--- src/logic/rv_mem_pkg.sv ---
/*
 * RV64 integer load/store encodings, access sizes and data widths,
 * plus small decode helpers shared by the memory pipeline
 */

package rv_mem_pkg;

  localparam int xlen              = 64;
  localparam int xlen_bytes        = xlen / 8;
  localparam int byte_offset_width = $clog2(xlen_bytes);
  localparam int reg_addr_width    = 5;

  typedef enum logic [3:0] {
    e_op_lb, e_op_lbu, e_op_lh, e_op_lhu,
    e_op_lw, e_op_lwu, e_op_ld,
    e_op_sb, e_op_sh, e_op_sw, e_op_sd
  } mem_op_e;

  typedef enum logic [1:0] {
    e_size_byte, e_size_half, e_size_word, e_size_double
  } size_e;

  function automatic size_e op_size(mem_op_e op);
    size_e size;
    case (op)
      e_op_lb, e_op_lbu, e_op_sb: size = e_size_byte;
      e_op_lh, e_op_lhu, e_op_sh: size = e_size_half;
      e_op_lw, e_op_lwu, e_op_sw: size = e_size_word;
      default:                    size = e_size_double;
    endcase
    return size;
  endfunction

  function automatic logic op_is_store(mem_op_e op);
    return op inside {e_op_sb, e_op_sh, e_op_sw, e_op_sd};
  endfunction

endpackage

--- src/logic/mem_pipe_pkg.sv ---
/*
 * Pipeline payload structs, fault codes and the data memory map
 */

package mem_pipe_pkg;

  // On-chip data region, 2 KiB starting at the base
  localparam logic [rv_mem_pkg::xlen-1:0] dmem_base = 64'h0000_0000_8000_0000;
  localparam int dmem_words       = 256;
  localparam int dmem_index_width = $clog2(dmem_words);
  localparam int dmem_bytes       = dmem_words * rv_mem_pkg::xlen_bytes;

  typedef enum logic [2:0] {
    e_fault_none             = 3'd0,
    e_fault_load_misaligned  = 3'd1,
    e_fault_load_access      = 3'd2,
    e_fault_store_misaligned = 3'd3,
    e_fault_store_access     = 3'd4
  } fault_e;

  // Request after address generation
  typedef struct packed {
    rv_mem_pkg::mem_op_e                        op;
    logic [rv_mem_pkg::reg_addr_width-1:0]      rd_addr;
    logic [rv_mem_pkg::byte_offset_width-1:0]   offset;
    logic [dmem_index_width-1:0]                index;
    logic [rv_mem_pkg::xlen-1:0]                data;
    fault_e                                     fault;
  } agen_pkt_s;

  // Request after memory access; word is the raw read doubleword,
  // or the extended load result once past the aligner
  typedef struct packed {
    rv_mem_pkg::mem_op_e                        op;
    logic [rv_mem_pkg::reg_addr_width-1:0]      rd_addr;
    logic [rv_mem_pkg::byte_offset_width-1:0]   offset;
    fault_e                                     fault;
    logic [rv_mem_pkg::xlen-1:0]                word;
  } ram_pkt_s;

endpackage

--- src/logic/mem_agen.sv ---
/*
 * Effective address, access size decode, alignment and region checks
 */

`timescale 1ns/1ns

module mem_agen
  (input  rv_mem_pkg::mem_op_e                     op_i
   , input  logic [rv_mem_pkg::xlen-1:0]           rs1_i
   , input  logic [rv_mem_pkg::xlen-1:0]           imm_i
   , input  logic [rv_mem_pkg::xlen-1:0]           rs2_i
   , input  logic [rv_mem_pkg::reg_addr_width-1:0] rd_addr_i
   , output mem_pipe_pkg::agen_pkt_s               pkt_o
   );

  logic [rv_mem_pkg::xlen-1:0] eaddr;
  logic [rv_mem_pkg::xlen-1:0] rel_addr;
  rv_mem_pkg::size_e           size;
  logic                        is_store;
  logic                        misaligned;
  logic                        out_of_range;

  assign eaddr    = rs1_i + imm_i;
  assign rel_addr = eaddr - mem_pipe_pkg::dmem_base;
  assign size     = rv_mem_pkg::op_size(op_i);
  assign is_store = rv_mem_pkg::op_is_store(op_i);

  always_comb
  begin
    case (size)
      rv_mem_pkg::e_size_byte: misaligned = 1'b0;
      rv_mem_pkg::e_size_half: misaligned = eaddr[0];
      rv_mem_pkg::e_size_word: misaligned = |eaddr[1:0];
      default:                 misaligned = |eaddr[2:0];
    endcase
  end

  // Below the base wraps to a huge offset, so one compare covers both ends
  assign out_of_range = rel_addr >= mem_pipe_pkg::dmem_bytes;

  always_comb
  begin
    pkt_o.op      = op_i;
    pkt_o.rd_addr = rd_addr_i;
    pkt_o.offset  = eaddr[rv_mem_pkg::byte_offset_width-1:0];
    pkt_o.index   = rel_addr[rv_mem_pkg::byte_offset_width +: mem_pipe_pkg::dmem_index_width];
    pkt_o.data    = rs2_i;
    // Misalignment wins over access fault
    if (misaligned)
      pkt_o.fault = is_store ? mem_pipe_pkg::e_fault_store_misaligned
                             : mem_pipe_pkg::e_fault_load_misaligned;
    else if (out_of_range)
      pkt_o.fault = is_store ? mem_pipe_pkg::e_fault_store_access
                             : mem_pipe_pkg::e_fault_load_access;
    else
      pkt_o.fault = mem_pipe_pkg::e_fault_none;
  end

endmodule

--- config.mk ---
export PLATFORM = sky130hd
export DESIGN_NAME = mem_agen
export DESIGN_NICKNAME = d
export VERILOG_FILES = /design/src/logic/rv_mem_pkg.sv /design/src/logic/mem_pipe_pkg.sv /design/src/logic/mem_agen.sv
export SDC_FILE = /design/constraint.sdc
export NUM_CORES = 1
export LEC_CHECK = 0
export BUFFER_PORTS_ARGS = -buffer_cell sky130_fd_sc_hd__buf_4
export CORE_MARGIN = 4
export CORE_UTILIZATION = 42
export DETAILED_ROUTE_END_ITERATION = 7
export PLACE_DENSITY = 0.86
export SKIP_LAST_GASP = 1
export SLEW_MARGIN = 20
export SYNTH_ARGS = -nofsm -noshare
export SYNTH_HDL_FRONTEND = slang
export SYNTH_SLANG_ARGS = --single-unit
--- constraint.sdc ---
create_clock -name vclk -period 8.85
set_input_delay 1.3275 -clock vclk [all_inputs]
set_output_delay 1.3275 -clock vclk [all_outputs]
set_load 0.02 [all_outputs]
==> results.md <==
- Outcome: finished clean
- CP delay by family, top: compound AO/OA/AOI/OAI gates
- Number of remaining DRC errors: 0
- Final Hold Viols: 0
- Ant. Diodes: 0
- GRT Overall Usage: 0.227
- Setup violators final: 0
- Slew Limit Fails: 0
- Compound-Gate Fraction of Synth Area: 0.327
- Arr. time, crit path: 6.23 ns
- Post-Layout Cell Count: approximately 1,100
- Max Cap Viol: 0
- Fmax: between 0.1 and 0.15 GHz
- Placed Instances: roughly 1,100
- WL/cell: ~17 µm
- Avg Synthesized Cell Area: 6.55 µm²
- Vias per cell: 6.19
- Hold_buf cts: 0
- I/O pin count: roughly 290
- P&R area growth vs syn: 11.1%
- Maximum vdd drop: approximately 0.036 mV
- Seq_cells: 0
- CP max FO: 8
- Crit-path cells: buf_4, ha_1, nand4_1, nor3_1, a22oi_1, o31ai_1, nor4_1, o31ai_1, xor2_1, a2111oi_1, nand3b_1, a2111oi_0, o22ai_1, nor4_2, nand4_1, a31o_1, buf_4
- Required time of the critical path: around 7.5 ns
- Leakage power total: approximately 2.8 nW
- CP Launch Type: input port
- Via count: 6,600
- WP depth: 17
- Register area: 0 µm²
- Pwr Density: approximately 80 nW/µm²
- Final worst path period share: 0.854
- Post-synthesis mux area share: 0.00559
- Initial Utilization: 0.437
- Final non-filler cell area: about 6200 µm²
- Main combinational cell family by area after synthesis: compound AO/OA/AOI/OAI gates
- Port bufs: 150
- Vias in the first global route: ~6,100
- Slew margin rel.: 0.278
- Hold Path Class: in2out
- Hold path depth: 0
- DIE WIDTH: between 100 and 150 µm
- Routed Wire Length: 18,600 µm
- WS Path Type: in2out
- Postcts setup bufs: 0
- Sequential-to-total area share from yosys stat: 0
- # clk buffers: 0
- Synth warn: 0
- GPL Wtd Cong: roughly 1.0
- Largest net degree at the start of global routing: 12
- Placed cell areas: 6220 µm²
- Setup TNS: 0 ns
- Synthesized Nets: between 1,000 and 1,500
- Layout Nets: ~1,200
- Post-synthesis cell count: 855
- Initial DRC count: ~520
- CP max stage cell: o31ai_1
- Unrepaired setup endpoints after global routing: false
- Synthesized area: approximately 5600 µm²
- Xor and xnor area share after synthesis: 0.0867
- Die ar.: between 15,000 and 20,000 µm²
- CP Capture Type: output pin
- Simple-gate portion of the synthesized area: 0.293
- Final HPWL DP: between 15,000 and 20,000 µm
- Die H: approximately 120 µm
- Core Area: 12,800 µm²
- Post-synthesis adder-cell area fraction: 0.147
- TritonRoute pass-1 iters: 5
- Tot Pwr: around 0.0005 W
- Slew @ Worst Pin: approximately 1.1 ns
- DRT antenna net count: 0
- Post-CTS resize count: 0
- Initial antenna violation count: 0
- First-pass GRT wire length: about 29,000 µm
- Post-synth cell types: slightly below 80
- Site Rows: 41
- CP peak stage delay: 0.92 ns
- Fraction of layout cells with a size suffix above 1: 0.198
- GRT overflow: 0
- Tmin final: approximately 7.6 ns
- WP buf/inv: 2
==> logic make-up (layout without fill, tap and decap cells) <==
| kind of cell | Yosys count | after routing |
|---|---|---|
| AOI/OAI and AO/OA | 288 | 288 |
| and+or+nand+nor | 316 | 316 |
| xor gates and xnor gates | 53 | 53 |
| buffers and inverters | 130 | 170 |
| muxes | 3 | 3 |
| adders and majority gates | 65 | 65 |
==> worst paths after layout <==
kind                  startpoint   endpoint  slack [ns]
worst max-delay path   rs1_i[20]   pkt_o[1]        1.29
worst min-delay path    rs2_i[9]  pkt_o[12]        2.66
==> through the flow <==
stage	hold WS [ns]	utilization	setup slack (ns)
after CTS	2.66	0.485	1.39
final	2.66	0.485	1.29
after global routing	2.66	0.485	0.720
after global placement	2.66	0.485	1.44
after detailed placement	2.66	0.485	1.41
after floorplan	2.77	-	2.38
==> cells in the mapped netlist (6+ instances only) <==
cell | number | area, µm²
a21oi_1 | 92 | 460
nand2_1 | 84 | 315
nor4_1 | 13 | 81.3
o211ai_1 | 8 | 60.1
o21bai_1 | 12 | 90.1
a21o_1 | 26 | 195
nor2_1 | 75 | 282
inv_1 | 19 | 71.3
nand2b_1 | 9 | 56.3
a31oi_1 | 7 | 43.8
nand3_1 | 15 | 75.1
buf_2 | 6 | 30.0
or3_1 | 9 | 56.3
and3_1 | 6 | 37.5
nand4_1 | 38 | 238
nor3_1 | 22 | 110
a211oi_1 | 10 | 75.1
clkbuf_1 | 27 | 101
o21ai_0 | 55 | 275
buf_4 | 75 | 563
o21ai_1 | 7 | 35.0
xnor2_1 | 22 | 193
xor2_1 | 29 | 254
o21a_1 | 18 | 135
ha_1 | 64 | 801
==> cell type report <==
class,instances,area [µm²]
Timing Repair Buffer,150,1130
Tap cell,172,215
Fill cell,1342,6600
Inverter,20,75.1
Multi-Input combinational cell,725,4810
==> layer usage <==
metal / vias to the layer above / GRT usage / share of wire
met2: 290 / 0.385 / 0.45
li1: 3198 / - / -
met1: 3077 / 0.315 / 0.46
met5: - / 0 / 0
met4: 0 / 0.0436 / 0.020
met3: 35 / 0.0169 / 0.067
==> where the power goes <==
| part | leakage [nW] | internal, W | total [W] | switching, W |
|---|---|---|---|---|
| clock | 0 | 0 | 0 | 0 |
| combinational | 2.75 | 0.000204 | 0.000501 | 0.000297 |
| sequential | 0 | 0 | 0 | 0 |
==> cells in the final DEF, fill, tap and decap left out, types with 8 or more instances in the layout <==
master    count
buf_4       150
a21oi_1      92
nand2_1      84
nor2_1       75
ha_1         64
o21ai_0      55
nand4_1      38
xor2_1       29
a21o_1       26
xnor2_1      22
nor3_1       22
inv_1        19
o21a_1       18
nand3_1      15
nor4_1       13
o21bai_1     12
a211oi_1     10
nand2b_1      9
or3_1         9
o211ai_1      8
Power figures use the tool's default switching activity.
