## src/logic/rv_mem_pkg.sv

```systemverilog
/*
 * RV64 integer load/store encodings, access sizes and data widths,
 * plus small decode helpers shared by the memory pipeline
 */

package rv_mem_pkg;

  localparam int xlen              = 64;
  localparam int xlen_bytes        = xlen / 8;
  localparam int byte_offset_width = $clog2(xlen_bytes);
  localparam int reg_addr_width    = 5;

  typedef enum logic [3:0] {
    e_op_lb, e_op_lbu, e_op_lh, e_op_lhu,
    e_op_lw, e_op_lwu, e_op_ld,
    e_op_sb, e_op_sh, e_op_sw, e_op_sd
  } mem_op_e;

  typedef enum logic [1:0] {
    e_size_byte, e_size_half, e_size_word, e_size_double
  } size_e;

  function automatic size_e op_size(mem_op_e op);
    size_e size;
    case (op)
      e_op_lb, e_op_lbu, e_op_sb: size = e_size_byte;
      e_op_lh, e_op_lhu, e_op_sh: size = e_size_half;
      e_op_lw, e_op_lwu, e_op_sw: size = e_size_word;
      default:                    size = e_size_double;
    endcase
    return size;
  endfunction

  function automatic logic op_is_store(mem_op_e op);
    return op inside {e_op_sb, e_op_sh, e_op_sw, e_op_sd};
  endfunction

endpackage

```

## src/logic/mem_pipe_pkg.sv

```systemverilog
/*
 * Pipeline payload structs, fault codes and the data memory map
 */

package mem_pipe_pkg;

  // On-chip data region, 2 KiB starting at the base
  localparam logic [rv_mem_pkg::xlen-1:0] dmem_base = 64'h0000_0000_8000_0000;
  localparam int dmem_words       = 256;
  localparam int dmem_index_width = $clog2(dmem_words);
  localparam int dmem_bytes       = dmem_words * rv_mem_pkg::xlen_bytes;

  typedef enum logic [2:0] {
    e_fault_none             = 3'd0,
    e_fault_load_misaligned  = 3'd1,
    e_fault_load_access      = 3'd2,
    e_fault_store_misaligned = 3'd3,
    e_fault_store_access     = 3'd4
  } fault_e;

  // Request after address generation
  typedef struct packed {
    rv_mem_pkg::mem_op_e                        op;
    logic [rv_mem_pkg::reg_addr_width-1:0]      rd_addr;
    logic [rv_mem_pkg::byte_offset_width-1:0]   offset;
    logic [dmem_index_width-1:0]                index;
    logic [rv_mem_pkg::xlen-1:0]                data;
    fault_e                                     fault;
  } agen_pkt_s;

  // Request after memory access; word is the raw read doubleword,
  // or the extended load result once past the aligner
  typedef struct packed {
    rv_mem_pkg::mem_op_e                        op;
    logic [rv_mem_pkg::reg_addr_width-1:0]      rd_addr;
    logic [rv_mem_pkg::byte_offset_width-1:0]   offset;
    fault_e                                     fault;
    logic [rv_mem_pkg::xlen-1:0]                word;
  } ram_pkt_s;

endpackage

```

## src/logic/mem_load_align.sv

```systemverilog
/*
 * Load byte selection and sign/zero extension
 */

`timescale 1ns/1ns

module mem_load_align
  (input  mem_pipe_pkg::ram_pkt_s  pkt_i
   , output mem_pipe_pkg::ram_pkt_s pkt_o
   );

  logic [rv_mem_pkg::xlen-1:0] shifted;
  logic [rv_mem_pkg::xlen-1:0] ext_data;
  logic                        sign_ext;
  logic                        no_data;

  assign shifted  = pkt_i.word >> {pkt_i.offset, 3'b000};
  assign sign_ext = pkt_i.op inside {rv_mem_pkg::e_op_lb, rv_mem_pkg::e_op_lh,
                                     rv_mem_pkg::e_op_lw, rv_mem_pkg::e_op_ld};
  assign no_data  = rv_mem_pkg::op_is_store(pkt_i.op)
                  | (pkt_i.fault != mem_pipe_pkg::e_fault_none);

  always_comb
  begin
    case (rv_mem_pkg::op_size(pkt_i.op))
      rv_mem_pkg::e_size_byte:
        ext_data = {{56{sign_ext & shifted[7]}}, shifted[7:0]};
      rv_mem_pkg::e_size_half:
        ext_data = {{48{sign_ext & shifted[15]}}, shifted[15:0]};
      rv_mem_pkg::e_size_word:
        ext_data = {{32{sign_ext & shifted[31]}}, shifted[31:0]};
      default:
        ext_data = shifted;
    endcase
  end

  always_comb
  begin
    pkt_o = pkt_i;
    // Nothing to write back for stores or faults
    pkt_o.word = no_data ? '0 : ext_data;
  end

endmodule

```

## config.mk

```make
export PLATFORM = sky130hd
export DESIGN_NAME = mem_load_align
export DESIGN_NICKNAME = d
export VERILOG_FILES = /design/src/logic/rv_mem_pkg.sv /design/src/logic/mem_pipe_pkg.sv /design/src/logic/mem_load_align.sv
export SDC_FILE = /design/constraint.sdc
export NUM_CORES = 1
export LEC_CHECK = 0
export CORE_UTILIZATION = 49
export DETAILED_ROUTE_END_ITERATION = 8
export DONT_BUFFER_PORTS = 1
export SLEW_MARGIN = 20
export SYNTH_ARGS = -nofsm -noshare
export SYNTH_HDL_FRONTEND = slang
export SYNTH_SLANG_ARGS = --single-unit
```

## constraint.sdc

```tcl
create_clock -name vclk -period 2
set_input_delay 0 -clock vclk [all_inputs]
set_output_delay 0 -clock vclk [all_outputs]
set_load 0.01 [all_outputs]
```

==> results.toml, run 1 <==
[synthesis]
ys_top_cells_by_count = "nand2_1, a21oi_1, a21oi_2"
yosys.cell_count.top_type = "nand2_1"
netlist_instances = 349
synth_nets = 428
synth_top_area_share_pct = 19.95
syn_avg_cell_area_sq_um = 7.439
netlist_top_cells_area = "mux4_2, a21oi_2, mux2i_1"
yosysTopAreaCell = "mux4_2"
seq_area_frac_synth_pct = 0
synth_area_sq_um = 2596
synth_warnings = 0
netlist-cell-type-count = 33

[drt]
drt_iter0_drc = 129
drt_first_pass_iters = 4
wl_per_cell_um = 20.95
drc_errors = 0
vias = 2534
ant_nets = 0
viasPerCell = 6.721
wl_um = 7899

[setup_path]
cp.required_ps = 2000
cp_max_fo = 78
crit_path_start_kind = "input pin"
critPathKind = "input pin to output pin"
arrival_ps = 1740
end_kind = "output pin"

[power_and_ir_drop]
vdd_drop_max_v = 0.00007376
leakagePower_nw = 0.8084
p_per_area_nw_per_um2 = 189.7

[global_route]
antenna_found_initial = 0
grt_pass1_vias = 2242
grt_usage_pct = 26.29
grt_overflow = 0
grt_pass1_wl_um = 11430
grt_max_degree = 79

[floorplan]
die_x_um = 74.79
start_util_pct = 50.83
core.rowCount = 26
io_pins = 158
dieArea_sq_um = 5594
coreArea_sq_um = 5107
die_h_um = 74.79

[timing]
grt_setup_unrepaired = "false"
fin_crit_sh_pct = 86.99
tightest_slew_ps = 754.8
setup_ws_ps = 260.3
tns_ps = 0
max-slew-margin-rel_pct = 49.29
fmax_mhz = 574.8
layout_min_cycle_time_ps = 1740
final_hold_viol_count = 0
drv_slew = 0
hold_slack_ps = 0.002372
setup_viol = 0

[final_layout]
seq_cells = 0
seqCellArea_sq_um = 0
syn2layout_area_growth_pct = -4.916
drive_gt1_share_pct = 25.41
n_clock_buffer = 0
num_antenna_cells = 0
fill_cells = 559
nNetsFinal = 388

[cts]
ctsHoldBuffers = 0
cts.repair.resized = 0
post-cts-setup-buffers = 0

[run_status]
outcome = "finished clean"

[placed_design]
hpwl_um = 6183
place.gp.congestion = 0.8270
io_buffers = 0
dp_slack_ps = 274.5

[worst_hold_path]
holdCritPathClass = "input pin to output pin"

[run]
drv_cap = 0
## worst max-delay path: stages
cell	delay [ps]
mux2_2	340
mux4_2	510
a21oi_2	600
o32ai_1	290
## power breakdown
| group | switching (W) | internal, W |
|---|---|---|
| Sequential | 0 | 0 |
| Combinational | 0.000249 | 0.000219 |
| Clock | 0 | 0 |
| Total | 0.000249 | 0.000219 |
## stage by stage
step           std cells  total power [W]  utilization (%)  area (sq um)
6_report             377        0.0004683            48.33          2469
5_1_grt              377        0.0005098            48.33          2469
4_1_cts              377        0.0004687            48.33          2469
3_5_place_dp         377        0.0004657            48.33          2469
3_3_place_gp         377        0.0004650            48.33          2469
2_1_floorplan        349        0.0004750                -          2596
## worst paths after layout
check,from,end,slack (ps),depth (start not counted)
max,pkt_i[67],pkt_o[31],260,4
min,pkt_i[78],pkt_o[78],0.002,0
## layout by cell type, fill, tap and decap left out, drive strengths merged, types with 4 or more instances in the layout
| cell type | instances |
|---|---|
| buf | 10 |
| mux4 | 23 |
| nor2b | 21 |
| nor2 | 13 |
| inv | 5 |
| a211oi | 22 |
| nand2 | 52 |
| and3 | 9 |
| mux2i | 22 |
| mux2 | 13 |
| a21oi | 66 |
| nor3 | 4 |
| or3 | 8 |
| o21ai | 17 |
| o2bb2ai | 7 |
## routing by layer
| metal | vias up | global-route usage, % | part of all wire, % | wire length, um |
|---|---|---|---|---|
| li1 | 1211 | - | - | - |
| met1 | 1185 | 37.28 | 43 | 3423 |
| met2 | 129 | 42.14 | 46 | 3633 |
| met3 | 9 | 5.890 | 9.4 | 743 |
| met4 | 0 | 3.145 | 1.3 | 99 |
| met5 | - | 0 | 0 | 0 |
## kinds of logic after synthesis
group,count (synthesis),share of synthesized area (%)
buffers and inverters,57,12.00
muxes,58,34.07
and+or+nand+nor,114,21.30
AOI/OAI and AO/OA,120,32.63
## final cells by class
| type | count | area, sq um | area share, % |
|---|---|---|---|
| Multi-Input combinational cell | 292 | 2287 | 92.65 |
| Timing Repair Buffer | 10 | 75.07 | 3.041 |
| Inverter | 5 | 18.77 | 0.7603 |
| Tap cell | 70 | 87.58 | 3.548 |
Power figures use the tool's default switching activity.
==> inputs of run 2 (changes only) <==
--- a/config.mk
+++ b/config.mk
@@ -5,9 +5,11 @@
 export SDC_FILE = /design/constraint.sdc
 export NUM_CORES = 1
 export LEC_CHECK = 0
+export CORE_MARGIN = 2
 export CORE_UTILIZATION = 49
 export DETAILED_ROUTE_END_ITERATION = 8
 export DONT_BUFFER_PORTS = 1
+export PLACE_DENSITY = 0.66
 export SLEW_MARGIN = 20
 export SYNTH_ARGS = -nofsm -noshare
 export SYNTH_HDL_FRONTEND = slang
==> constraint.sdc (replaced) <==
create_clock -name vclk -period 1.6
set_input_delay 0 -clock vclk [all_inputs]
set_output_delay 0 -clock vclk [all_outputs]
set_load 0.01 [all_outputs]
==> run 2 against run 1 <==
Net effect:
- wire length rose by 10%
- sequential cell count did not move
- core utilization rose by 8.5 points
- the flow now finishes with violations (setup timing)
- setup slack got worse by 300 ps
- global-route usage rose by 1.9 points
- first-iteration DRC count rose by 54%
- via count rose by 4.1%
- highest routed layer unchanged
- die area rose by 5.4%
- power rose by 49%
==> results.toml, run 2 (synthesis gave the netlist of run 1 again) <==
[timing]
fin_crit_sh_pct = 102.3
setup_ws_ps = -37.10
max-slew-margin-rel_pct = 47.66
tightest_slew_ps = 785.1
grt_setup_unrepaired = "true"
setup_viol = 30
final_hold_viol_count = 0
hold_slack_ps = 0.003926
drv_slew = 0
layout_min_cycle_time_ps = 1637
fmax_mhz = 610.8

[floorplan]
coreArea_sq_um = 5107
die_h_um = 76.79
core.rowCount = 26
start_util_pct = 50.83
io_pins = 158
dieArea_sq_um = 5897
die_x_um = 76.79

[drt]
drt_iter0_drc = 199
wl_um = 8706
vias = 2639
viasPerCell = 6.664
drc_errors = 0
ant_nets = 0
drt_first_pass_iters = 4
wl_per_cell_um = 21.98

[run]
drv_cap = 0

[placed_design]
io_buffers = 0
place.gp.congestion = 0.8687
placed_area_sq_um = 2615
hpwl_um = 6544
dp_slack_ps = -128.6
place_inst = 392

[final_layout]
fin_cells = 396
seqCellArea_sq_um = 0
finish.utilization_pct = 56.79
drive_gt1_share_pct = 30.67
design_area_sq_um = 2900
syn2layout_area_growth_pct = 11.71
nNetsFinal = 407
n_clock_buffer = 0
seq_cells = 0
num_antenna_cells = 0
mostFrequentLayoutCell = "nand2_1"
final_cell_mix = "nand2_1, a21oi_1, a21oi_4"

[setup_path]
crit_path_start_kind = "input pin"
critPathKind = "input pin to output pin"
cp_max_fo = 78
end_kind = "output pin"
arrival_ps = 1640
cp.required_ps = 1600

[run_status]
outcome = "finished with violations"
violations = "setup timing"

[worst_hold_path]
holdCritPathClass = "input pin to output pin"

[global_route]
antenna_found_initial = 0
grt_pass1_vias = 2551
grt_usage_pct = 28.18
grt_max_degree = 79
grt_pass1_wl_um = 13670
grt_overflow = 0

[power_and_ir_drop]
p_per_area_nw_per_um2 = 240.0
vdd_drop_max_v = 0.0002146
leakagePower_nw = 0.9766

[cts]
ctsHoldBuffers = 0
## run 2: cell count changes in the layout (fill, tap and decap cells not counted), sizes merged
cell / previous run / this run
buf: 10 / 29
## run 2: what timing repair did
action	CTS	global route
gates resized for setup	31	7
cloned	1	0
endpoints found under the setup margin	46	31
pin swaps	1	1
setup buffers	2	1
## run 2: metrics by stage
step | setup TNS, ps | power (W)
global placement | -799.1 | 0.0006101
CTS | -1280 | 0.0006737
floorplan | 0 | 0.0005963
finish | -626.5 | 0.0006961
detailed placement | -3625 | 0.0006156
global route | -1799 | 0.0007504
## run 2: report_power, final
part | internal, W | leakage, nW | switching [W]
Combinational | 0.000328 | 0.977 | 0.000369
Sequential | 0 | 0 | 0
Clock | 0 | 0 | 0
Total | 0.000328 | 0.977 | 0.000369
## run 2: cell type report
cell class / instances / area, sq um
Timing Repair Buffer: 29 / 286.5
Inverter: 5 / 18.77
Fill cell: 500 / 2207
Tap cell: 70 / 87.58
Multi-Input combinational cell: 292 / 2507
## run 2: critical path, cell delays in order
cell and delay [ps]:
mux2_4 300, mux4_2 490, and3_4 200, a221oi_4 240, buf_6 180, buf_16 150, a21oi_2 60
## run 2: final timing paths
path | cells past startpoint | from | end | slack, ps
max | 7 | pkt_i[67] | pkt_o[47] | -40
min | 0 | pkt_i[74] | pkt_o[74] | 0.004
## run 2: metal layers
metal  share of wire [%]  global-route usage, %  vias up
li1                    -                      -     1254
met1                  42                  39.14     1247
met3                 8.1                  4.706        4
met4                0.71                  2.727        0
met2                  49                  47.54      134
met5                   0                      0        -
